## src/hw/mem_ctl_pkg.sv

```systemverilog
// ==========================================================
// Memory controller package
// Memory map, access latencies, store size codes, UART
// register offsets and the request and pin structs shared
// by the cycle-delayed memory model
// ==========================================================

`default_nettype none

package mem_ctl_pkg;

    // Bus widths
    localparam logic [31:0] addr_w = 32'd32;
    localparam logic [31:0] data_w = 32'd32;

    // ======================================================
    // Memory map
    // ======================================================
    localparam logic [31:0] prog_base = 32'h0000_0000;
    localparam logic [31:0] prog_size = 32'h0000_2000;
    localparam logic [31:0] data_base = 32'h0000_2000;
    localparam logic [31:0] data_size = 32'h0000_2000;
    localparam logic [31:0] mem_bytes = 32'd16384;

    localparam logic [31:0] uart_base = 32'h4000_0000;
    localparam logic [31:0] uart_span = 32'd16;

    // Access latencies in cycles
    localparam logic [31:0] instr_fetch_delay = 32'd3;
    localparam logic [31:0] data_access_delay = 32'd2;

    typedef logic [1:0] delay_cnt_t;

    // Store size, same encoding as funct3
    typedef logic [2:0] size_t;
    localparam size_t size_byte = 3'b000;
    localparam size_t size_half = 3'b001;
    localparam size_t size_word = 3'b010;

    // UART register offsets
    localparam logic [3:0] uart_tx_off     = 4'h0;
    localparam logic [3:0] uart_status_off = 4'h4;
    localparam logic [3:0] uart_rx_off     = 4'h8;

    // Status word, tx_busy sits in bit 0
    typedef struct packed {
        logic rx_break;
        logic rx_valid;
        logic tx_busy;
    } uart_status_t;

    // ======================================================
    // Request and pin bundles
    // ======================================================
    typedef struct packed {
        logic [31:0] addr;
        logic [31:0] wdata;
        size_t       size;
        logic        we;
    } data_req_t;

    typedef struct packed {
        logic       en;
        logic [7:0] data;
    } uart_tx_t;

    typedef struct packed {
        logic       valid;
        logic       brk;
        logic [7:0] data;
    } uart_rx_t;

endpackage

`default_nettype wire

```

## src/hw/access_arbiter.sv

```systemverilog
// ==========================================================
// Access arbiter
// Runs one memory access at a time, data before fetch.
// Counts the fixed fetch and data latencies, decodes the
// address region and issues the one-cycle ready pulses
// ==========================================================

`default_nettype none

module access_arbiter (
    input  wire                              clk,
    input  wire                              rst_n,
    input  wire                              instr_req,
    input  wire  [mem_ctl_pkg::addr_w-1:0]   instr_addr,
    input  wire  mem_ctl_pkg::data_req_t     mem_req,
    input  wire                              mem_we,
    input  wire                              mem_re,
    input  wire  [mem_ctl_pkg::data_w-1:0]   fetch_word,
    input  wire  [mem_ctl_pkg::data_w-1:0]   load_word,
    input  wire  [mem_ctl_pkg::data_w-1:0]   uart_rdata,
    output logic [mem_ctl_pkg::data_w-1:0]   instr_data,
    output logic                             instr_ready,
    output logic [mem_ctl_pkg::data_w-1:0]   mem_rdata,
    output logic                             mem_ready,
    output mem_ctl_pkg::data_req_t           cur_req,
    output logic [mem_ctl_pkg::addr_w-1:0]   fetch_addr,
    output logic                             ram_we,
    output logic                             uart_sel
);

    typedef enum logic {
        st_idle,
        st_active
    } state_t;

    state_t                  state;
    mem_ctl_pkg::delay_cnt_t cnt;
    logic                    is_fetch;

    logic data_req;
    logic live_uart;
    logic cur_prog;
    logic cur_data;
    logic cur_ram;
    logic fetch_in_range;
    logic done;

    // ======================================================
    // Region decode
    // ======================================================
    assign data_req  = mem_we | mem_re;
    assign live_uart = (mem_req.addr >= mem_ctl_pkg::uart_base) &&
                       (mem_req.addr < mem_ctl_pkg::uart_base + mem_ctl_pkg::uart_span);

    assign cur_prog = (cur_req.addr >= mem_ctl_pkg::prog_base) &&
                      (cur_req.addr < mem_ctl_pkg::prog_base + mem_ctl_pkg::prog_size);
    assign cur_data = (cur_req.addr >= mem_ctl_pkg::data_base) &&
                      (cur_req.addr < mem_ctl_pkg::data_base + mem_ctl_pkg::data_size);
    assign cur_ram  = cur_prog || cur_data;

    // Whole fetch word must lie inside the array
    assign fetch_in_range = fetch_addr <= mem_ctl_pkg::mem_bytes - 32'd4;

    assign done     = (state == st_active) && (cnt == '0);
    // UART accesses bypass the delay and finish on the accept edge
    assign uart_sel = (state == st_idle) && data_req && live_uart;
    // Only data-region stores reach the array
    assign ram_we   = done && !is_fetch && cur_req.we && cur_data;

    // ======================================================
    // Sequencer
    // ======================================================
    always_ff @(posedge clk or negedge rst_n) begin
        if (!rst_n) begin
            state       <= st_idle;
            cnt         <= '0;
            is_fetch    <= 1'b0;
            cur_req     <= '0;
            fetch_addr  <= '0;
            instr_data  <= '0;
            instr_ready <= 1'b0;
            mem_rdata   <= '0;
            mem_ready   <= 1'b0;
        end else begin
            instr_ready <= 1'b0;
            mem_ready   <= 1'b0;
            case (state)
                st_idle: begin
                    if (data_req) begin
                        cur_req  <= mem_req;
                        is_fetch <= 1'b0;
                        if (live_uart) begin
                            mem_rdata <= mem_req.we ? '0 : uart_rdata;
                            mem_ready <= 1'b1;
                        end else begin
                            cnt   <= mem_ctl_pkg::delay_cnt_t'(
                                         mem_ctl_pkg::data_access_delay - 32'd1);
                            state <= st_active;
                        end
                    end else if (instr_req) begin
                        fetch_addr <= instr_addr;
                        is_fetch   <= 1'b1;
                        cnt        <= mem_ctl_pkg::delay_cnt_t'(
                                          mem_ctl_pkg::instr_fetch_delay - 32'd1);
                        state      <= st_active;
                    end
                end
                st_active: begin
                    if (cnt == '0) begin
                        state <= st_idle;
                        if (is_fetch) begin
                            instr_data  <= fetch_in_range ? fetch_word : '0;
                            instr_ready <= 1'b1;
                        end else begin
                            // Unmapped loads and all stores return zero
                            mem_rdata <= (cur_ram && !cur_req.we) ? load_word : '0;
                            mem_ready <= 1'b1;
                        end
                    end else begin
                        cnt <= cnt - 1'b1;
                    end
                end
                default: state <= st_idle;
            endcase
        end
    end

    // Fetch and data completions never overlap
    assert property (@(posedge clk) disable iff (!rst_n)
        !(instr_ready && mem_ready));

    // A UART select is answered on its own edge and leaves the arbiter idle
    assert property (@(posedge clk) disable iff (!rst_n)
        uart_sel |=> (mem_ready && state == st_idle));

endmodule

`default_nettype wire

```

## config.mk

```make
export PLATFORM = sky130hd
export DESIGN_NAME = access_arbiter
export DESIGN_NICKNAME = d
export VERILOG_FILES = /design/src/hw/mem_ctl_pkg.sv /design/src/hw/access_arbiter.sv
export SDC_FILE = /design/constraint.sdc
export NUM_CORES = 1
export LEC_CHECK = 0
export BUFFER_PORTS_ARGS = -buffer_cell sky130_fd_sc_hd__buf_2
export CAP_MARGIN = 20
export CORE_AREA = 4 4 143 145
export DETAILED_ROUTE_END_ITERATION = 7
export DIE_AREA = 0 0 147 149
export GPL_ROUTABILITY_DRIVEN = 0
export GPL_TIMING_DRIVEN = 0
export MAX_ROUTING_LAYER = met4
export PLACE_DENSITY = 0.68
export SLEW_MARGIN = 20
export SYNTH_ARGS = -nofsm -noshare
export SYNTH_HDL_FRONTEND = slang
export SYNTH_SLANG_ARGS = --single-unit
```

## constraint.sdc

```tcl
create_clock -name clk -period 2.6 [get_ports clk]
set_clock_uncertainty 0.05 [all_clocks]
set_input_delay 0.13 -clock clk [delete_from_list [all_inputs] [get_ports clk]]
set_output_delay 0.13 -clock clk [all_outputs]
set_load 0.05 [all_outputs]
```

**Word level (Yosys, flattened, before mapping)**

Index checks and enable logic that the tools add are counted.

- Memory bits (read-only): 0
- RAM bits: 0
- Bits in registers: 170
- Input bits: 201
- Logic and storage cells: 79
- Output and inout port bits: 168
- Memories: 0
- Latch bits: 0

- Multiply operators: 0
- Bitwise operators: 3
- Equality and inequality tests: 7
- Reductions and logical operators: 21
- Divide/modulo/power cells: 0
- Muxes and demuxes: 28
- $add $sub $neg: 1
- Shift operators: 0
- Magnitude comparators: 7

Operator list:

| operator | number |
|---|---|
| 2-to-1 mux 32 bit | 7 |
| case mux 32 bit (2 select lines) | 1 |
| greater-or-equal comparator 32 x 1 -> 1 bit (second input constant) | 1 |
| greater-or-equal comparator 32 x 14 -> 1 bit (second input constant) | 1 |
| greater-or-equal comparator 32 x 31 -> 1 bit (second input constant) | 1 |
| less-or-equal comparator 32 x 14 -> 1 bit (second input constant) | 1 |
| < comparator 32 x 14 -> 1 bit (second input constant) | 1 |
| < comparator 32 x 15 -> 1 bit (second input constant) | 1 |
| < comparator 32 x 31 -> 1 bit (second input constant) | 1 |
| 2-to-1 mux 1 bit | 13 |
| logical AND 1 bit | 10 |
| AND reduction 3 bit | 3 |
| 2-to-1 mux 2 bit | 4 |
| inequality test 2 bit (second input constant) | 4 |
| inequality test 3 bit (second input constant) | 2 |
| case mux 1 bit (2 select lines) | 2 |
| case mux 2 bit (2 select lines) | 1 |
| AND reduction 2 bit | 2 |
| AND reduction 4 bit | 1 |
| logical NOT 1 bit | 2 |
| logical NOT 2 bit | 1 |
| inequality test 2 x 1 -> 1 bit (second input constant) | 1 |
| NOT 1 bit | 2 |
| nonzero test 2 bit | 1 |
| 3 further kinds | 3 |

**Logic depth before layout (Yosys ltp)**

- Depth after elaboration: 8
- Mapped depth: 8
- Depth with buffers taken out: 7

**Worst setup path before layout**

OpenSTA, ideal clock, no wires.

- Path type: reg-to-output
- Start point: reg cur_req[67] (netlist name)
- End point: out ram_we
- Required time: 2420 ps
- Path slack: 28 ps
- Path buffers: 1
- Arrival time: 2392 ps
- Stages on the path, launching flop included: 5
- Cells stage by stage: dfrtp_1 -> nor4b_1 -> nand3_1 -> buf_2 -> nor3_1

- Cells in the longest elaborated chain, start to end: 3
- Elaborated cells between the ends (all ways): 4
- Classes of those cells: order compare: 2; reduce/logical: 2

Ends and longest elaborated chain:

| item | line | source |
|---|---|---|
| from (decl) | access_arbiter.sv:25 | `output mem_ctl_pkg::data_req_t cur_req,` |
| from (signal assigned) | access_arbiter.sv:90 | `cur_req <= mem_req;` |
| greater-or-equal comparator 32 x 14 -> 1 bit or < comparator 32 x 15 -> 1 bit (tied branches) | access_arbiter.sv:57, access_arbiter.sv:58 |  |
| logical AND 1 bit * | access_arbiter.sv:57 | `assign cur_data = (cur_req.addr >= mem_ctl_pkg::data_base) &&` |
| logical AND 1 bit * | access_arbiter.sv:68 | `assign ram_we = done && !is_fetch && cur_req.we && cur_data;` |
| to (decl) | access_arbiter.sv:27 | `output logic ram_we,` |

Every way passes the cells marked *; elsewhere a longest branch is shown, timed or not.

**Worst setup path in the final report**

- Start point: reg cur_req[64] (netlist name)
- End point: out ram_we

The elaborated chain is that of the path after synthesis.

==> flow_metrics.env <==
export IMPL_hp_class="input port to register"
export IMPL_initialDrtViolationCount=293
export IMPL_yosysWarningCount=0
export IMPL_largest_net_degree_at_the_start_of_global_routing=92
export IMPL_die_area_sq_um=21900
export IMPL_synth_avg_cell_area_sq_um=10.65
export IMPL_setup_repair_after_global_routing_missed_its_margin="no"
export IMPL_place_inst=1301
export IMPL_irDropWorstVdd_mv=0.7884
export IMPL_timing_worst_setup_path_type="register to primary output"
export IMPL_grt_overflow=0
export IMPL_synthFlopType="sky130_fd_sc_hd__dfrtp_1"
export IMPL_floorplan_die_width_microns=147
export IMPL_io_buffers=368
export IMPL_area_growth_synth_to_final_pct=63.15
export IMPL_worst_endpoint_arrival_ns=2.21
export IMPL_wire_per_inst_microns=17.22
export IMPL_fillers=1557
export IMPL_start_util_pct=36.99
export IMPL_finalSetupViolCount=0
export IMPL_die_height_microns=149
export IMPL_detailed_place_hpwl_mm=17.46
export IMPL_syn_area_sq_um=7106
export IMPL_grt_pass1_vias=7610
export IMPL_clock_sinks=170
export IMPL_synth_mux_area_share_pct=10.14
export IMPL_status="finished, final reports clean"
export IMPL_synth_top_area_share_pct=59.87
export IMPL_overall_global_routing_usage_pct=23.77
export IMPL_area_contributors_post_synth="sky130_fd_sc_hd__dfrtp_1, sky130_fd_sc_hd__nand2_1, sky130_fd_sc_hd__mux2_2"
export IMPL_max_freq_mhz=417.6
export IMPL_placeableCoreArea_sq_um=19210
export IMPL_yosys_area_share_adder_pct=0.1761
export IMPL_cpLargestDelayFamily="simple AND/OR/NAND/NOR gates"
export IMPL_sequential_area_sq_um=4254
export IMPL_stdcell_count=1492
export IMPL_crit_path_start_kind="register"
export IMPL_design_portCount=369
export IMPL_final_util_pct=60.35
export IMPL_crit_buf_inv=2
export IMPL_actual_transition_at_the_worst_max_transition_pin_ns=0.6249
export IMPL_clkSlewWorstSetupHoldPaths_ns=0.07
export IMPL_cp_cell_sequence="nor4_1 > nand3_2 > buf_2 > nor3_1 > clkbuf_4"
export IMPL_number_of_antenna_diodes=0
export IMPL_synth_top_family_by_area="simple AND/OR/NAND/NOR gates"
export IMPL_basic_gate_share_of_the_synthesized_area_counting_and_or_nand_and_nor_cells_pct=16.36
export IMPL_critPathCaptureType="primary output"
export IMPL_number_of_register_bits_inferred_by_synthesis=170
export IMPL_post_synth_xor_area_fraction_pct=0.1233
export IMPL_maxCapViolCount=0
export IMPL_detail_route_first_pass_iterations=5
export IMPL_largest_fanout_of_any_net_on_the_critical_path=10
export IMPL_dr_total_vias=7160
export IMPL_routed_wirelength_mm=25.70
export IMPL_fin_crit_sh_pct=92.10
export IMPL_syn_nets=869
export IMPL_timing_critical_path_required_ns=2.42
export IMPL_cp_slowest_cell="sky130_fd_sc_hd__nor4_1"
export IMPL_synth_area_leader_cell="sky130_fd_sc_hd__dfrtp_1"
export IMPL_grt_first_pass_wirelength_mm=40.30
export IMPL_post_synth_top_count_cell="sky130_fd_sc_hd__nand2_1"
export IMPL_vias_per_std_cell=4.799
export IMPL_number_of_enable_type_register_cells_in_the_synthesized_netlist=0
export IMPL_synth_yosys_seq_area_share_pct=59.87
export IMPL_slew_headroom_pct=58.34
export IMPL_drcViolationCount=0
export IMPL_final_layout_size_suffix_gt1_share_pct=39.45
export IMPL_critical_path_max_stage_delay_ns=0.41
export IMPL_clockRootBuffer="sky130_fd_sc_hd__clkbuf_16"
export IMPL_antenna_found_initial=0
export IMPL_timing_final_max_slew_violations=0
export IMPL_ant_nets=0
export IMPL_synth_async_sr_flop_share_pct=100.0
export IMPL_synth_lib_cells_used_distinct=33
export IMPL_clock_tree_from_tritoncts="done"
export IMPL_clk_latency_ns=0.42
export IMPL_synth_compound_area_share_pct=8.857
export IMPL_h_tree_depth=4
export IMPL_cts_buffer_depth=2
export IMPL_multi_input_area_sq_um=2550
export IMPL_numCtsBuffers=17
export IMPL_pwr_density_cell_nw_per_um2=1191
export IMPL_cellLeakagePower_uw=0.006199
export IMPL_netlist_top_cells_count="sky130_fd_sc_hd__nand2_1, sky130_fd_sc_hd__dfrtp_1, sky130_fd_sc_hd__mux2_2"
export IMPL_floorplan_rows=51
export IMPL_number_of_standard_cells_after_synthesis=667
export IMPL_final_nets=1416
export IMPL_final_hold_violation_count=0
export IMPL_min_period_ns=2.394
## worst reg2reg max path, cell delays in order (launching register included)
cell and delay (ns):
sky130_fd_sc_hd__dfrtp_1 0.39, sky130_fd_sc_hd__inv_1 0.08, sky130_fd_sc_hd__ha_1 0.27, sky130_fd_sc_hd__nand3_1 0.27, sky130_fd_sc_hd__inv_1 0.16, sky130_fd_sc_hd__nand4_1 0.10, sky130_fd_sc_hd__nor3_2 0.34, sky130_fd_sc_hd__clkbuf_1 0.42
sky130_fd_sc_hd__a22o_1 0.22
## what timing repair did
action                                  CTS  global route
buffers inserted                          0             1
hold buffers                            158             0
cloned                                    0             0
gates resized for setup                   1             3
endpoints found under the setup margin    1            30
endpoints found under the hold margin   236             0
pin swaps                                 0             1
## stage by stage
stage	power (uW)	area, sq um	worst slack [ns]	TNS [ns]	hold WS, ns
after global routing	14470	11590	0.02709	0	0.009893
final	13800	11590	0.2055	0	0.02244
after global placement	10650	9279	-1.396	-234.84	0.2682
after detailed placement	10750	9316	0.04372	0	0.1003
after floorplan	8909	7106	0.02848	0	-0.2156
after CTS	13800	11560	0.01521	0	0.0007409
## metal layers
layer / global-route usage [%] / up-vias / share of wire [%]
met4: 8.854 / 0 / 3.5
met1: 27.67 / 3424 / 40
met2: 40.65 / 310 / 50
met3: 5.226 / 67 / 5.9
li1: - / 3359 / -
met5: - / - / 0
## final cells by class
cell class,count,area share [%]
Buffer,41,1.608
Clock buffer,19,3.907
Clock inverter,13,1.749
Inverter,35,1.133
Multi-Input combinational cell,421,22.00
Sequential cell,170,36.70
Tap cell,265,2.860
Timing Repair Buffer,528,30.05
## flip-flops by register name, indices dropped and copies added, names as in the netlist
register / flops
cur_req: 68
fetch_addr: 32
instr_data: 32
mem_rdata: 32
cnt: 2
instr_ready: 1
is_fetch: 1
mem_ready: 1
state: 1
## logic make-up (layout without fill, tap and decap cells)
logic type               Yosys count  after routing
AO/OA/AOI/OAI                     71             71
XOR/XNOR                           1              1
adder cells (fa/ha/maj)            1              1
buffers and inverters             76            636
flip-flops                       170            170
multiplexers                      64             64
AND/OR/NAND/NOR                  284            284
## path summary, 6_finish.rpt
| path | from | end | slack, ns | cells after the start |
|---|---|---|---|---|
| max | cur_req[64] | ram_we | 0.21 | 5 |
| min | uart_rdata[1] | mem_rdata[1] | 0.02 | 4 |
| max reg2reg | cnt[0] | instr_data[15] | 0.23 | 8 |
| min reg2reg | cur_req[7] | cur_req[7] | 0.42 | 2 |
| max in group asynchronous | rst_n | cur_req[44] | 1.41 | 3 |
| min in group asynchronous | rst_n | instr_data[15] | 0.21 | 2 |
## cells in the final DEF (no fill, tap or decap), drive strengths merged, types with 2 or more instances in the layout
master       instances
a22o                32
buf                381
bufinv               4
clkbuf              49
dfrtp              170
dlygate4sd3        158
inv                 42
mux2                64
nand2              240
nand3                2
nand4                5
nor2                 9
nor3                 4
nor4                14
nor4b                2
o31ai                2
o41ai               32
or2                  2
## report_power, final
part	internal (uW)	switching, uW	total, uW
registers	3580	624	4200
logic	1760	5010	6780
clock network	1690	1130	2830
No activity file was read; power rests on OpenSTA's default activity.
