<file path="config.mk">
export PLATFORM = sky130hd
export DESIGN_NAME = uart_regs
export DESIGN_NICKNAME = d
export VERILOG_FILES = /design/src/hw/mem_ctl_pkg.sv /design/src/hw/uart_regs.sv
export SDC_FILE = /design/constraint.sdc
export NUM_CORES = 1
export LEC_CHECK = 0
export ABC_AREA = 1
export ABC_CLOCK_PERIOD_IN_PS = 1180
export BUFFER_PORTS_ARGS = -buffer_cell sky130_fd_sc_hd__buf_2
export CELL_PAD_IN_SITES_DETAIL_PLACEMENT = 0
export CELL_PAD_IN_SITES_GLOBAL_PLACEMENT = 1
export CORE_UTILIZATION = 21
export CTS_CLUSTER_DIAMETER = 200
export DETAILED_ROUTE_END_ITERATION = 7
export GPL_ROUTABILITY_DRIVEN = 0
export PLACE_DENSITY_LB_ADDON = 0.05
export SYNTH_ARGS = -nofsm -noshare
export SYNTH_HDL_FRONTEND = slang
export SYNTH_SLANG_ARGS = --single-unit
export TNS_END_PERCENT = 5
</file>
<file path="constraint.sdc">
create_clock -name clk -period 1.18 [get_ports clk]
set_clock_uncertainty 0.15 [all_clocks]
set_input_delay 0.236 -clock clk [delete_from_list [all_inputs] [get_ports clk]]
set_output_delay 0.236 -clock clk [all_outputs]
set_load 0.05 [all_outputs]
</file>
<file path="src/hw/mem_ctl_pkg.sv">
// ==========================================================
// Memory controller package
// Memory map, access latencies, store size codes, UART
// register offsets and the request and pin structs shared
// by the cycle-delayed memory model
// ==========================================================

`default_nettype none

package mem_ctl_pkg;

    // Bus widths
    localparam logic [31:0] addr_w = 32'd32;
    localparam logic [31:0] data_w = 32'd32;

    // ======================================================
    // Memory map
    // ======================================================
    localparam logic [31:0] prog_base = 32'h0000_0000;
    localparam logic [31:0] prog_size = 32'h0000_2000;
    localparam logic [31:0] data_base = 32'h0000_2000;
    localparam logic [31:0] data_size = 32'h0000_2000;
    localparam logic [31:0] mem_bytes = 32'd16384;

    localparam logic [31:0] uart_base = 32'h4000_0000;
    localparam logic [31:0] uart_span = 32'd16;

    // Access latencies in cycles
    localparam logic [31:0] instr_fetch_delay = 32'd3;
    localparam logic [31:0] data_access_delay = 32'd2;

    typedef logic [1:0] delay_cnt_t;

    // Store size, same encoding as funct3
    typedef logic [2:0] size_t;
    localparam size_t size_byte = 3'b000;
    localparam size_t size_half = 3'b001;
    localparam size_t size_word = 3'b010;

    // UART register offsets
    localparam logic [3:0] uart_tx_off     = 4'h0;
    localparam logic [3:0] uart_status_off = 4'h4;
    localparam logic [3:0] uart_rx_off     = 4'h8;

    // Status word, tx_busy sits in bit 0
    typedef struct packed {
        logic rx_break;
        logic rx_valid;
        logic tx_busy;
    } uart_status_t;

    // ======================================================
    // Request and pin bundles
    // ======================================================
    typedef struct packed {
        logic [31:0] addr;
        logic [31:0] wdata;
        size_t       size;
        logic        we;
    } data_req_t;

    typedef struct packed {
        logic       en;
        logic [7:0] data;
    } uart_tx_t;

    typedef struct packed {
        logic       valid;
        logic       brk;
        logic [7:0] data;
    } uart_rx_t;

endpackage

`default_nettype wire

</file>
<file path="src/hw/uart_regs.sv">
// ==========================================================
// UART register window
// TX data strobe, status word and RX data register.
// RX valid and break are latched until the byte is read
// ==========================================================

`default_nettype none

module uart_regs (
    input  wire                             clk,
    input  wire                             rst_n,
    input  wire                             sel,
    input  wire  mem_ctl_pkg::data_req_t    req,
    input  wire                             tx_busy,
    input  wire  mem_ctl_pkg::uart_rx_t     rx,
    output mem_ctl_pkg::uart_tx_t           tx,
    output logic                            rx_en,
    output logic [mem_ctl_pkg::data_w-1:0]  rdata
);

    logic                      rx_valid_q;
    logic                      rx_break_q;
    logic [7:0]                rx_data_q;
    logic [3:0]                offset;
    logic                      tx_wr;
    logic                      rx_rd;
    mem_ctl_pkg::uart_status_t status;

    // ======================================================
    // Offset decode
    // ======================================================
    assign offset = req.addr[3:0];
    assign tx_wr  = sel && req.we && (offset == mem_ctl_pkg::uart_tx_off);
    assign rx_rd  = sel && !req.we && (offset == mem_ctl_pkg::uart_rx_off);

    always_comb begin
        status.rx_break = rx_break_q;
        status.rx_valid = rx_valid_q;
        status.tx_busy  = tx_busy;
    end

    // Read mux, unused offsets read as zero
    always_comb begin
        rdata = '0;
        case (offset)
            mem_ctl_pkg::uart_status_off: rdata[$bits(status)-1:0] = status;
            mem_ctl_pkg::uart_rx_off:     rdata[7:0] = rx_data_q;
            default:                      rdata = '0;
        endcase
    end

    // ======================================================
    // Registers
    // ======================================================
    always_ff @(posedge clk or negedge rst_n) begin
        if (!rst_n) begin
            tx         <= '0;
            rx_en      <= 1'b0;
            rx_valid_q <= 1'b0;
            rx_break_q <= 1'b0;
            rx_data_q  <= '0;
        end else begin
            // TX strobe fires even when busy, software polls status first
            tx.en <= tx_wr;
            if (tx_wr) begin
                tx.data <= req.wdata[7:0];
            end
            rx_en <= rx_rd;

            // A new byte takes precedence over a read that clears the latch
            if (rx.valid) begin
                rx_valid_q <= 1'b1;
                rx_break_q <= rx.brk;
                rx_data_q  <= rx.data;
            end else if (rx_rd) begin
                rx_valid_q <= 1'b0;
                rx_break_q <= 1'b0;
            end
        end
    end

    // Each UART access is a single select, so the strobe never repeats
    assert property (@(posedge clk) disable iff (!rst_n)
        tx.en |=> !tx.en);

endmodule

`default_nettype wire

</file>
* After elaboration in Yosys (flattened, before gate mapping) *
Cells that the tools add are included.

storage, ports and cells
  register bits = 20
  logic and storage cells = 20
  input port bits = 82

operators by class
  equal/unequal tests = 2
  muxes and demuxes = 5
  reduce and logical (&&, ||, !) cells = 7

operator list
  operator                                                         number
  3-bit one-hot mux with 2 select lines                            1
  5-bit two-way mux                                                1
  4-bit by 3-bit == test with 1-bit output, second input constant  1
  4-bit == test, second input constant                             1
  1-bit logical AND                                                4
  4-bit zero test                                                  1
  1-bit two-way mux                                                3
  2-bit nonzero test                                               1
  1-bit zero test                                                  1

* Logic depth before layout (Yosys ltp) *
Gate-level depths: netlist of run 1.

  word-level depth = 5
  depth in mapped cells = 5
  mapped depth without buffers = 5

* Worst setup path after synthesis of run 1 *
OpenSTA, ideal clock, no wires.

  kind = input-to-output
  start = input port req[37] (netlist bit)
  end = output port rdata[0] (netlist bit)
  data arrival time = 1,235 ps
  slack = -441 ps
  stages = 3
  path buffers = 0
  cells stage by stage = nor2_4 > nand2_2 > o21ai_1

between the ends
  cells in the longest elaborated chain, start to end = 2
  elaborated cells on any way between the ends = 3
  those cells by class = 2 x eq/ne; 1 x mux

ends and longest elaborated chain
  what                                                                       line             source
  start, declared                                                            uart_regs.sv:13  input wire mem_ctl_pkg::data_req_t req,
  4-bit == test or 4-bit by 3-bit == test with 1-bit output (tied branches)  uart_regs.sv:45  case (offset)
  3-bit one-hot mux with 2 select lines *                                    uart_regs.sv:45
  end, declared                                                              uart_regs.sv:18  output logic [mem_ctl_pkg::data_w-1:0] rdata

Mark *: on every way between the ends. The rest lies on a longest branch, timed or not.

* Worst setup path in the final report of run 1 *
  start = input port req[37] (netlist bit)
  end = output port rdata[2] (netlist bit)

Same word-level chain as after synthesis.

==> results of run 1 <==
## worst max path at each step
stage,to,depth (start not counted),slack (ns)
after floorplan,rdata[0],4,-0.16
after global placement,rdata[0],5,-0.36
after detailed placement,rdata[0],5,-0.36
after CTS,rdata[2],5,-0.27
after global routing,rdata[1],3,-0.31
final,rdata[2],5,-0.25
## power by group through the flow
stage	Combinational [mW]	Clock (mW)	Sequential [mW]
6_report	0.759	0.703	0.807
5_1_grt	0.807	0.767	0.818
4_1_cts	0.762	0.738	0.808
3_5_place_dp	0.682	0	0.809
3_3_place_gp	0.679	0	0.809
2_1_floorplan	0.392	0	0.992
## kinds of logic (layout without fill, tap and decap cells)
| kind of cell | count (synthesis) | after routing | synth area share |
|---|---|---|---|
| simple gates | 54 | 54 | 0.246 |
| buf+inv | 42 | 71 | 0.235 |
| flops | 20 | 20 | 0.464 |
| compound gates | 11 | 11 | 0.0510 |
| other cells | 1 | 24 | 0.00348 |
## registers in the layout (all words and copies together), names as in the netlist
name	flops
rx_break_q	1
rx_data_q	8
rx_en	1
rx_valid_q	1
tx	9
## cell type report
cell class              count  share of cell area
inverters                  15              0.0344
clock inverters             1              0.0184
clock buffers               3              0.0252
repair buffers             52               0.259
flip-flops and latches     20               0.306
well taps                  67              0.0513
multi-input cells          89               0.306
## layer usage
layer | share of wire | GRT usage
met1 | 0.46 | 0.140
met2 | 0.46 | 0.155
met3 | 0.067 | 0.0219
met4 | 0.014 | 0.0385
met5 | 0 | 0
## stage by stage
stage	setup TNS, ns	instance area (um^2)	hold WS [ns]
global placement	-4.63	1410	0.0797
floorplan	-0.784	1250	-0.210
CTS	-2.10	1620	0.0180
detailed placement	-4.62	1410	0.0815
finish	-1.77	1640	0.0255
global route	-2.54	1640	0.0274
## placed cells by master, fill, tap and decap left out
cell            n
conb_1         24
buf_6          16
bufinv_16       1
nor2_1          2
inv_2           1
clkinv_1        1
dfrtp_1        20
clkbuf_8        3
nor2_4          8
buf_2          24
nand3_1         1
dlygate4sd3_1   1
buf_8           4
nand2_8         1
nand4_1        11
nand2_1        30
o21ai_0         8
buf_4           7
o21ai_4         3
nand3_4         1
inv_1          13
## timing repair
action / 4_1_cts / 5_1_grt
hold buffers: 1 / 0
endpoints found under the setup margin: 18 / 18
buffers inserted: 0 / 0
gates resized for setup: 38 / 4
endpoints found under the hold margin: 20 / 0
pin swaps: 5 / 3
## critical path, cell delays in order
cell and delay (ns):
buf_6 0.10, nor2_4 0.22, nand2_8 0.15, o21ai_4 0.17
buf_6 0.17
==> run_results.csv, run 1 <==
group,metric,value,unit
drt,avgRoutedWirePerCell,10.4,um
yosys,synth_top_area_share,0.464,
placement,post-place-ws,-0.360,ns
job,maxCapViolations,0,
setup_path,arrival,1.04,ns
global_routing,antenna_found_initial,0,
drt,wl,2580,um
yosys,async_reset_ff_frac,1.00,
placement,dp.cells,242,
clocking,cts_buffer_depth,2,
setup_path,r2r-start,"rx_break_q$_DFFE_PN0P_",
setup_path,r2r_slack,0.34,ns
cells_and_area,multi_input_area,500,um^2
setup_path,reg2regPathDepth,4,
power,power.total,2.27,mW
setup_path,startpoint_type,"input pin",
clocking,htreeDepth,1,
setup_path,worst-setup-path-type,"in -> out",
die,die_y,73.7,um
yosys,synthTopCellsByCount,"30 x nand2_1, 25 x buf_4, 20 x dfrtp_1",
die,start_util,0.224,
sta,setup_viol,16,
cells_and_area,finalNonFillerCells,247,
die,die-area,0.00543,mm^2
cells_and_area,final_nets,263,
run_status,violations,"negative setup slack",
hold_path,min_to,"rx_data_q[7]$_DFFE_PN0P_",
global_routing,grtUsageTotal,0.102,
run_status,run_status,"finished with violations",
setup_path,path_max_fanout,8,
global_routing,grt_pass1_vias,871,
cells_and_area,layout-area-overhead-vs-synth,51.6,%
sta,grt_setup_unrepaired,"yes",
cells_and_area,register_area,500,um^2
drt,drtIter0Drc,19,
yosys,synth_top_cell_by_area,"dfrtp_1",
cells_and_area,drive_gt1_frac,0.383,
clocking,cts_buffers,3,
placement,portBuffers,44,
clocking,cts_sinks,20,
yosys,synth_area_leaders,"dfrtp_1 46%, buf_4 17%, nand2_1 10%",
yosys,synth_area_per_cell,8.43,um^2
cells_and_area,antenna-diode-count,0,
power,power.share.switching,0.369,
sta,max_freq,0.700,GHz
drt,vias,898,
yosys,yosysUniqueCellTypes,17,
sta,period_share,1.21,
die,core_area,0.00482,mm^2
power,max-vdd-ir-drop,0.475,mV
drt,postRouteAntennaNets,0,
yosys,synth_edf_count,0,
clocking,clk_pin_slew,0.08,ns
power,pwr-share-comb,0.334,
sta,period_needed,1.43,ns
sta,slew_viol_final,0,
drt,drcViolationCount,0,
drt,first_pass_iters,2,
power,power_switching,0.837,mW
yosys,yosys_warnings,0,
setup_path,cp.required,0.79,ns
die,rows,25,
global_routing,grt_start_max_net_pins,21,
power,pwr_density_cell,1390,mW/mm^2
sta,final_hold_viol_count,0,
power,p_leak,0.853,nW
placement,hpwl,1960,um
yosys,synthFlopType,"dfrtp_1",
setup_path,crit_path_start,"req[37]",
clocking,cts_tree,"done",
yosys,synth_seq_cells,20,
drt,drt-vias-per-instance,3.64,
clocking,cts_root_buffer,"clkbuf_8",
setup_path,reg2reg_to,"rx_break_q$_DFFE_PN0P_",
hold_path,hold_path.class,"in -> reg",
yosys,syn_area,0.00108,mm^2
power,p_int,1.43,mW
cells_and_area,n_fill_cell,526,
global_routing,grt-ovfl-total,0,
hold_path,min_from,"rx[7]",
yosys,yosysSeqAreaShare,0.464,
sta,setup_slack,-0.249,ns
setup_path,worst_setup_path_end_kind,"output pin",
yosys,syn_inst,128,
hold_path,hold_depth,3,
die,die_w,73.7,um
die,ios,124,
clocking,insertion_delay,0.26,ns
power,p_clk_frac,0.310,
cells_and_area,fin_util,0.339,
power,pwr-share-seq,0.356,
global_routing,grt_pass1_wl,4090,um
yosys,yosysMostFrequentCell,"nand2_1",
Power figures use the tool's default switching activity.
==> inputs of run 2 (changes only) <==
--- a/config.mk
+++ b/config.mk
@@ -5,16 +5,16 @@
 export SDC_FILE = /design/constraint.sdc
 export NUM_CORES = 1
 export LEC_CHECK = 0
-export ABC_AREA = 1
 export ABC_CLOCK_PERIOD_IN_PS = 1180
 export BUFFER_PORTS_ARGS = -buffer_cell sky130_fd_sc_hd__buf_2
 export CELL_PAD_IN_SITES_DETAIL_PLACEMENT = 0
 export CELL_PAD_IN_SITES_GLOBAL_PLACEMENT = 1
-export CORE_UTILIZATION = 21
+export CORE_UTILIZATION = 22
 export CTS_CLUSTER_DIAMETER = 200
 export DETAILED_ROUTE_END_ITERATION = 7
 export GPL_ROUTABILITY_DRIVEN = 0
-export PLACE_DENSITY_LB_ADDON = 0.05
+export PLACE_DENSITY = 0.78
+export SKIP_CTS_REPAIR_TIMING = 1
 export SYNTH_ARGS = -nofsm -noshare
 export SYNTH_HDL_FRONTEND = slang
 export SYNTH_SLANG_ARGS = --single-unit
==> run 2 against run 1 <==
Effect of this change: the run ends with design-rule violations, negative setup slack left; via count down 17%; sequential share of layout area up 1.4 points; non-clock buffer count up 1; largest power group unchanged; highest routed layer is now met3.
==> run_results.csv, run 2 <==
group,metric,value,unit
yosys,yosysSeqAreaShare,0.475,
yosys,yosysMostFrequentCell,"buf_4",
global_routing,antenna_found_initial,0,
hold_path,hold_path.class,"in -> reg",
run_status,violations,"design-rule violations, negative setup slack",
sta,period_needed,1.53,ns
global_routing,grt_start_max_net_pins,21,
die,die_y,71.2,um
sta,grt_setup_unrepaired,"yes",
cells_and_area,final_cell_mix,"24 x conb_1, 24 x buf_2, 20 x dfrtp_1",
yosys,synth_simple_gate_area_frac,0.131,
sta,max_freq,0.653,GHz
yosys,async_reset_ff_frac,1.00,
yosys,yosysUniqueCellTypes,17,
cells_and_area,final_nets,223,
yosys,yosys_warnings,0,
clocking,htreeDepth,1,
placement,portBuffers,44,
die,rows,24,
clocking,cts_root_buffer,"clkbuf_8",
drt,drtIter0Drc,19,
sta,setup_viol,20,
clocking,cts_tree,"done",
yosys,syn_area,0.00105,mm^2
setup_path,worstPathCellList,"buf_2, buf_4, nor2b_4, a22oi_2, nor3_4, buf_4",
yosys,synthMuxAreaShare,0.171,
drt,wl,2200,um
setup_path,arrival,1.15,ns
cells_and_area,largest-register,"tx",
yosys,synth-xor-area-share,0,
clocking,clk_pin_slew,0.08,ns
yosys,synth_top_cell_by_area,"dfrtp_1",
clocking,cts_buffer_depth,2,
setup_path,worst-setup-path-type,"in -> out",
cells_and_area,finalNonFillerCells,192,
placement,hpwl,1660,um
placement,dp.cells,186,
global_routing,grt-ovfl-total,0,
run_status,run_status,"finished with violations",
yosys,syn_inst,85,
setup_path,path_buf_inv,3,
yosys,synth-adder-area-share,0,
die,die-area,0.00507,mm^2
sta,period_share,1.30,
setup_path,cp_top_family,"buffers and inverters",
job,maxCapViolations,0,
setup_path,cp.required,0.79,ns
die,die_w,71.2,um
cells_and_area,n_fill_cell,448,
yosys,synth_area_per_cell,12.4,um^2
power,p_leak,0.801,nW
yosys,synth_top_family_by_area,"buffers and inverters",
setup_path,startpoint_type,"input pin",
drt,vias,747,
yosys,synth_area_leaders,"dfrtp_1 48%, buf_4 17%, mux2_2 17%",
clocking,cts_buffers,3,
drt,postRouteAntennaNets,0,
yosys,synth_compound_area_frac,0.0368,
setup_path,path_max_fanout,4,
clocking,cts_sinks,20,
cells_and_area,reg_top3,"tx (9), rx_data_q (8)",
setup_path,worst_setup_path_end_kind,"output pin",
drt,first_pass_iters,5,
setup_path,cp_common_cell,"buf_4",
global_routing,grtUsageTotal,0.0822,
yosys,synthTopCellsByCount,"24 x buf_4, 20 x dfrtp_1, 16 x mux2_2",
drt,avgRoutedWirePerCell,11.4,um
yosys,synth_seq_cells,20,
sta,setup_slack,-0.352,ns
drt,drt-vias-per-instance,3.89,
global_routing,grt_pass1_vias,697,
drt,drcViolationCount,8,
die,core_area,0.00447,mm^2
yosys,synth_edf_count,0,
cells_and_area,drive_gt1_frac,0.643,
yosys,synthFlopType,"dfrtp_1",
die,ios,124,
setup_path,critPathMaxStageDelay,0.22,ns
clocking,insertion_delay,0.25,ns
sta,setup_tns,-3.04,ns
power,pwr_density_cell,1350,mW/mm^2
cells_and_area,antenna-diode-count,0,
sta,final_hold_viol_count,0,
global_routing,grt_pass1_wl,3240,um
power,max-vdd-ir-drop,0.418,mV
yosys,synth_top_area_share,0.475,
die,start_util,0.235,
setup_path,cp_slowest_cell,"buf_4",
sta,slew_viol_final,0,
cells_and_area,largest_reg_flops,9,
cells_and_area,layout-area-overhead-vs-synth,48.3,%
-- run 2: logic make-up after synthesis --
logic type | count (synthesis)
other | 1
multiplexers | 16
AO/OA/AOI/OAI | 5
flip-flops | 20
buffers and inverters | 27
AND/OR/NAND/NOR | 16
-- run 2: power breakdown --
part	leakage, nW	switching (mW)	internal, mW
logic	0.528	0.507	0.257
clock network	0.0288	0.227	0.297
registers	0.245	0.0537	0.770
total	0.801	0.787	1.32
-- run 2: path summary, 6_finish.rpt --
kind                                     startpoint                        to  slack [ns]  cells after the start
max reg2reg                  rx_break_q$_DFFE_PN0P_    rx_break_q$_DFFE_PN0P_        0.20                      2
min in group asynchronous                     rst_n    rx_break_q$_DFFE_PN0P_        0.32                      2
max                                         req[38]                  rdata[0]       -0.35                      6
min                                          req[4]         tx[0]$_DFFE_PN0P_        0.06                      2
min reg2reg                rx_data_q[5]$_DFFE_PN0P_  rx_data_q[5]$_DFFE_PN0P_        0.35                      1
max in group asynchronous                     rst_n  rx_data_q[4]$_DFFE_PN0P_        0.25                      2
-- run 2: metrics by stage --
step / power (mW) / hold WS, ns / worst slack, ns / cell area [um^2] / utilization
6_report: 2.11 / 0.0567 / -0.352 / 1560 / 0.349
5_1_grt: 2.21 / 0.0491 / -0.398 / 1560 / 0.349
4_1_cts: 2.04 / -0.204 / -0.449 / 1400 / 0.313
3_5_place_dp: 1.50 / 0.0853 / -0.448 / 1350 / 0.301
3_3_place_gp: 1.49 / 0.0730 / -0.422 / 1350 / 0.301
2_1_floorplan: 1.39 / -0.210 / -0.132 / 1190 / -
-- run 2: worst reg2reg max path: stages (launching register included) --
cell	delay, ns
dfrtp_1	0.39
nor2b_1	0.13
a22o_1	0.20
-- run 2: routing by layer --
| layer | wire (um) | global-route usage | vias up |
|---|---|---|---|
| li1 | - | - | 349 |
| met1 | 899 | 0.107 | 358 |
| met2 | 1150 | 0.140 | 40 |
| met3 | 142 | 0.0214 | 0 |
| met4 | 0 | 0.0133 | 0 |
| met5 | 0 | 0 | - |
-- run 2: cell type report --
cell class / instances / area, um^2 / area share
multi-input cells: 61 / 523 / 0.335
flip-flops and latches: 20 / 500 / 0.320
repair buffers: 53 / 412 / 0.263
well taps: 52 / 65.1 / 0.0416
clock buffers: 4 / 55.1 / 0.0352
inverters: 2 / 7.51 / 0.00480
==> inputs of run 3 (changes only) <==
--- a/config.mk
+++ b/config.mk
@@ -12,9 +12,9 @@
 export CORE_UTILIZATION = 22
 export CTS_CLUSTER_DIAMETER = 200
 export DETAILED_ROUTE_END_ITERATION = 7
-export GPL_ROUTABILITY_DRIVEN = 0
 export PLACE_DENSITY = 0.78
 export SKIP_CTS_REPAIR_TIMING = 1
+export SKIP_LAST_GASP = 1
 export SYNTH_ARGS = -nofsm -noshare
 export SYNTH_HDL_FRONTEND = slang
 export SYNTH_SLANG_ARGS = --single-unit
==> constraint.sdc (replaced) <==
create_clock -name clk -period 1.18 [get_ports clk]
set_clock_uncertainty 0.15 [all_clocks]
set_input_delay 0.236 -clock clk [delete_from_list [all_inputs] [get_ports clk]]
set_output_delay 0.236 -clock clk [all_outputs]
set_load 0.005 [all_outputs]
==> run 3 against run 2 <==
Effect of this change: the run still ends with design-rule violations, negative setup slack left; global-route usage is 0.22 points higher; flip-flop and latch count did not move; maximum frequency rose by 9.6%; hold slack better by 0.0096 ns; critical path depth fell by 1; combinational power shrank 60%; sequential share of layout area increased by 3.5 points; highest routed layer is now met4.
==> run_results.csv, run 3 (same netlist as run 2, synthesis figures left out) <==
group,metric,value,unit
cells_and_area,layout-area-overhead-vs-synth,33.7,%
cells_and_area,multi_input_area,477,um^2
cells_and_area,largest_reg_flops,9,
global_routing,grt_pass1_vias,703,
setup_path,critPathMaxStageDelay,0.25,ns
power,max-vdd-ir-drop,0.409,mV
clocking,cts_buffers,3,
hold_path,hold_path.class,"in -> reg",
cells_and_area,drive_gt1_frac,0.609,
setup_path,cp_slowest_cell,"nor4b_4",
sta,period_share,1.18,
placement,placed_area,0.00128,mm^2
drt,drtIter0Drc,30,
global_routing,grt-ovfl-total,0,
cells_and_area,final_common_cell,"buf_2",
cells_and_area,antenna-diode-count,0,
placement,place.gp.congestion,0.683,
cells_and_area,fin_area,0.00141,mm^2
clocking,cts_root_buffer,"clkbuf_8",
placement,post-place-ws,-0.267,ns
sta,max_freq,0.716,GHz
clocking,cts_sinks,20,
cells_and_area,final_nets,222,
setup_path,path_max_fanout,6,
sta,slew_viol_final,0,
clocking,htreeDepth,1,
setup_path,arrival,1.01,ns
clocking,cts_buffer_depth,2,
sta,period_needed,1.40,ns
power,power.total,1.55,mW
drt,avgRoutedWirePerCell,11.1,um
clocking,cts_tree,"done",
die,die_w,71.2,um
placement,hpwl,1710,um
sta,setup_tns,-1.63,ns
setup_path,worstPathCellList,"buf_8, nor4b_4, buf_4, and2_2, buf_6",
job,maxCapViolations,0,
cells_and_area,reg_top3,"tx (9), rx_data_q (8)",
global_routing,grtUsageTotal,0.0844,
sta,final_hold_viol_count,0,
global_routing,antenna_found_initial,0,
setup_path,worst-setup-path-type,"in -> out",
sta,setup_slack,-0.218,ns
drt,drcViolationCount,8,
run_status,run_status,"finished with violations",
cells_and_area,largest-register,"tx",
cells_and_area,finalNonFillerCells,190,
power,pwr_density_cell,1100,mW/mm^2
cells_and_area,register_area,500,um^2
drt,postRouteAntennaNets,0,
drt,wl,2110,um
die,die_y,71.2,um
die,start_util,0.235,
cells_and_area,n_fill_cell,468,
cells_and_area,final_cell_mix,"39 x buf_2, 24 x conb_1, 20 x dfrtp_1",
die,core_area,0.00447,mm^2
power,p_leak,0.750,nW
global_routing,grt_pass1_wl,3280,um
sta,setup_viol,8,
clocking,clk_pin_slew,0.07,ns
placement,portBuffers,44,
setup_path,startpoint_type,"input pin",
setup_path,worst_setup_path_end_kind,"output pin",
clocking,insertion_delay,0.25,ns
drt,vias,741,
run_status,violations,"design-rule violations, negative setup slack",
setup_path,cp.required,0.79,ns
die,die-area,0.00507,mm^2
global_routing,grt_start_max_net_pins,21,
drt,first_pass_iters,6,
sta,grt_setup_unrepaired,"yes",
drt,drt-vias-per-instance,3.90,
placement,dp.cells,185,
die,rows,24,
die,ios,124,
[run 3: changes by cell type in the layout (fill, tap and decap cells not counted), moves of 3 or more]
cell / before / now
and2_2: 4 / 1
nor3_4: 3 / 0
buf_2: 24 / 39
and2_4: 1 / 4
buf_6: 17 / 4
[run 3: layout make-up]
cell class | instances | share of cell area
Inverter | 2 | 0.00533
Timing Repair Buffer | 52 | 0.226
Clock buffer | 3 | 0.0293
Sequential cell | 20 | 0.355
Tap cell | 52 | 0.0462
Multi-Input combinational cell | 61 | 0.338
[run 3: final timing paths]
kind	from	end	slack (ns)	cells past startpoint
max	req[38]	rdata[6]	-0.22	5
min	rx[5]	rx_data_q[5]$_DFFE_PN0P_	0.07	2
max reg2reg	rx_break_q$_DFFE_PN0P_	rx_break_q$_DFFE_PN0P_	0.20	2
min reg2reg	tx[2]$_DFFE_PN0P_	tx[2]$_DFFE_PN0P_	0.35	1
max in group asynchronous	rst_n	rx_en$_DFF_PN0_	0.25	2
min in group asynchronous	rst_n	rx_data_q[3]$_DFFE_PN0P_	0.32	2
[run 3: metrics by stage]
stage	hold WS (ns)	utilization
after global routing	0.0581	0.315
after detailed placement	0.0633	0.287
final	0.0663	0.315
after global placement	0.0586	0.287
after CTS	-0.214	0.296
after floorplan	-0.210	-
[run 3: power breakdown]
group / switching [mW] / internal, mW / leakage, nW
combinational: 0.130 / 0.177 / 0.484
sequential: 0.0433 / 0.771 / 0.245
clock: 0.200 / 0.226 / 0.0216
[run 3: worst max-delay path, delay by kind of cell]
kind                   cells  cell delay, ns
buffers and inverters      3            0.38
and+or+nand+nor            2            0.40
[run 3: routing by layer]
layer  vias to the layer above  global-route usage  wire length, um
li1                        349                   -                -
met1                       343               0.104              913
met2                        47               0.140              996
met3                         2              0.0285              194
met4                         0              0.0267                4
met5                         -                   0                0
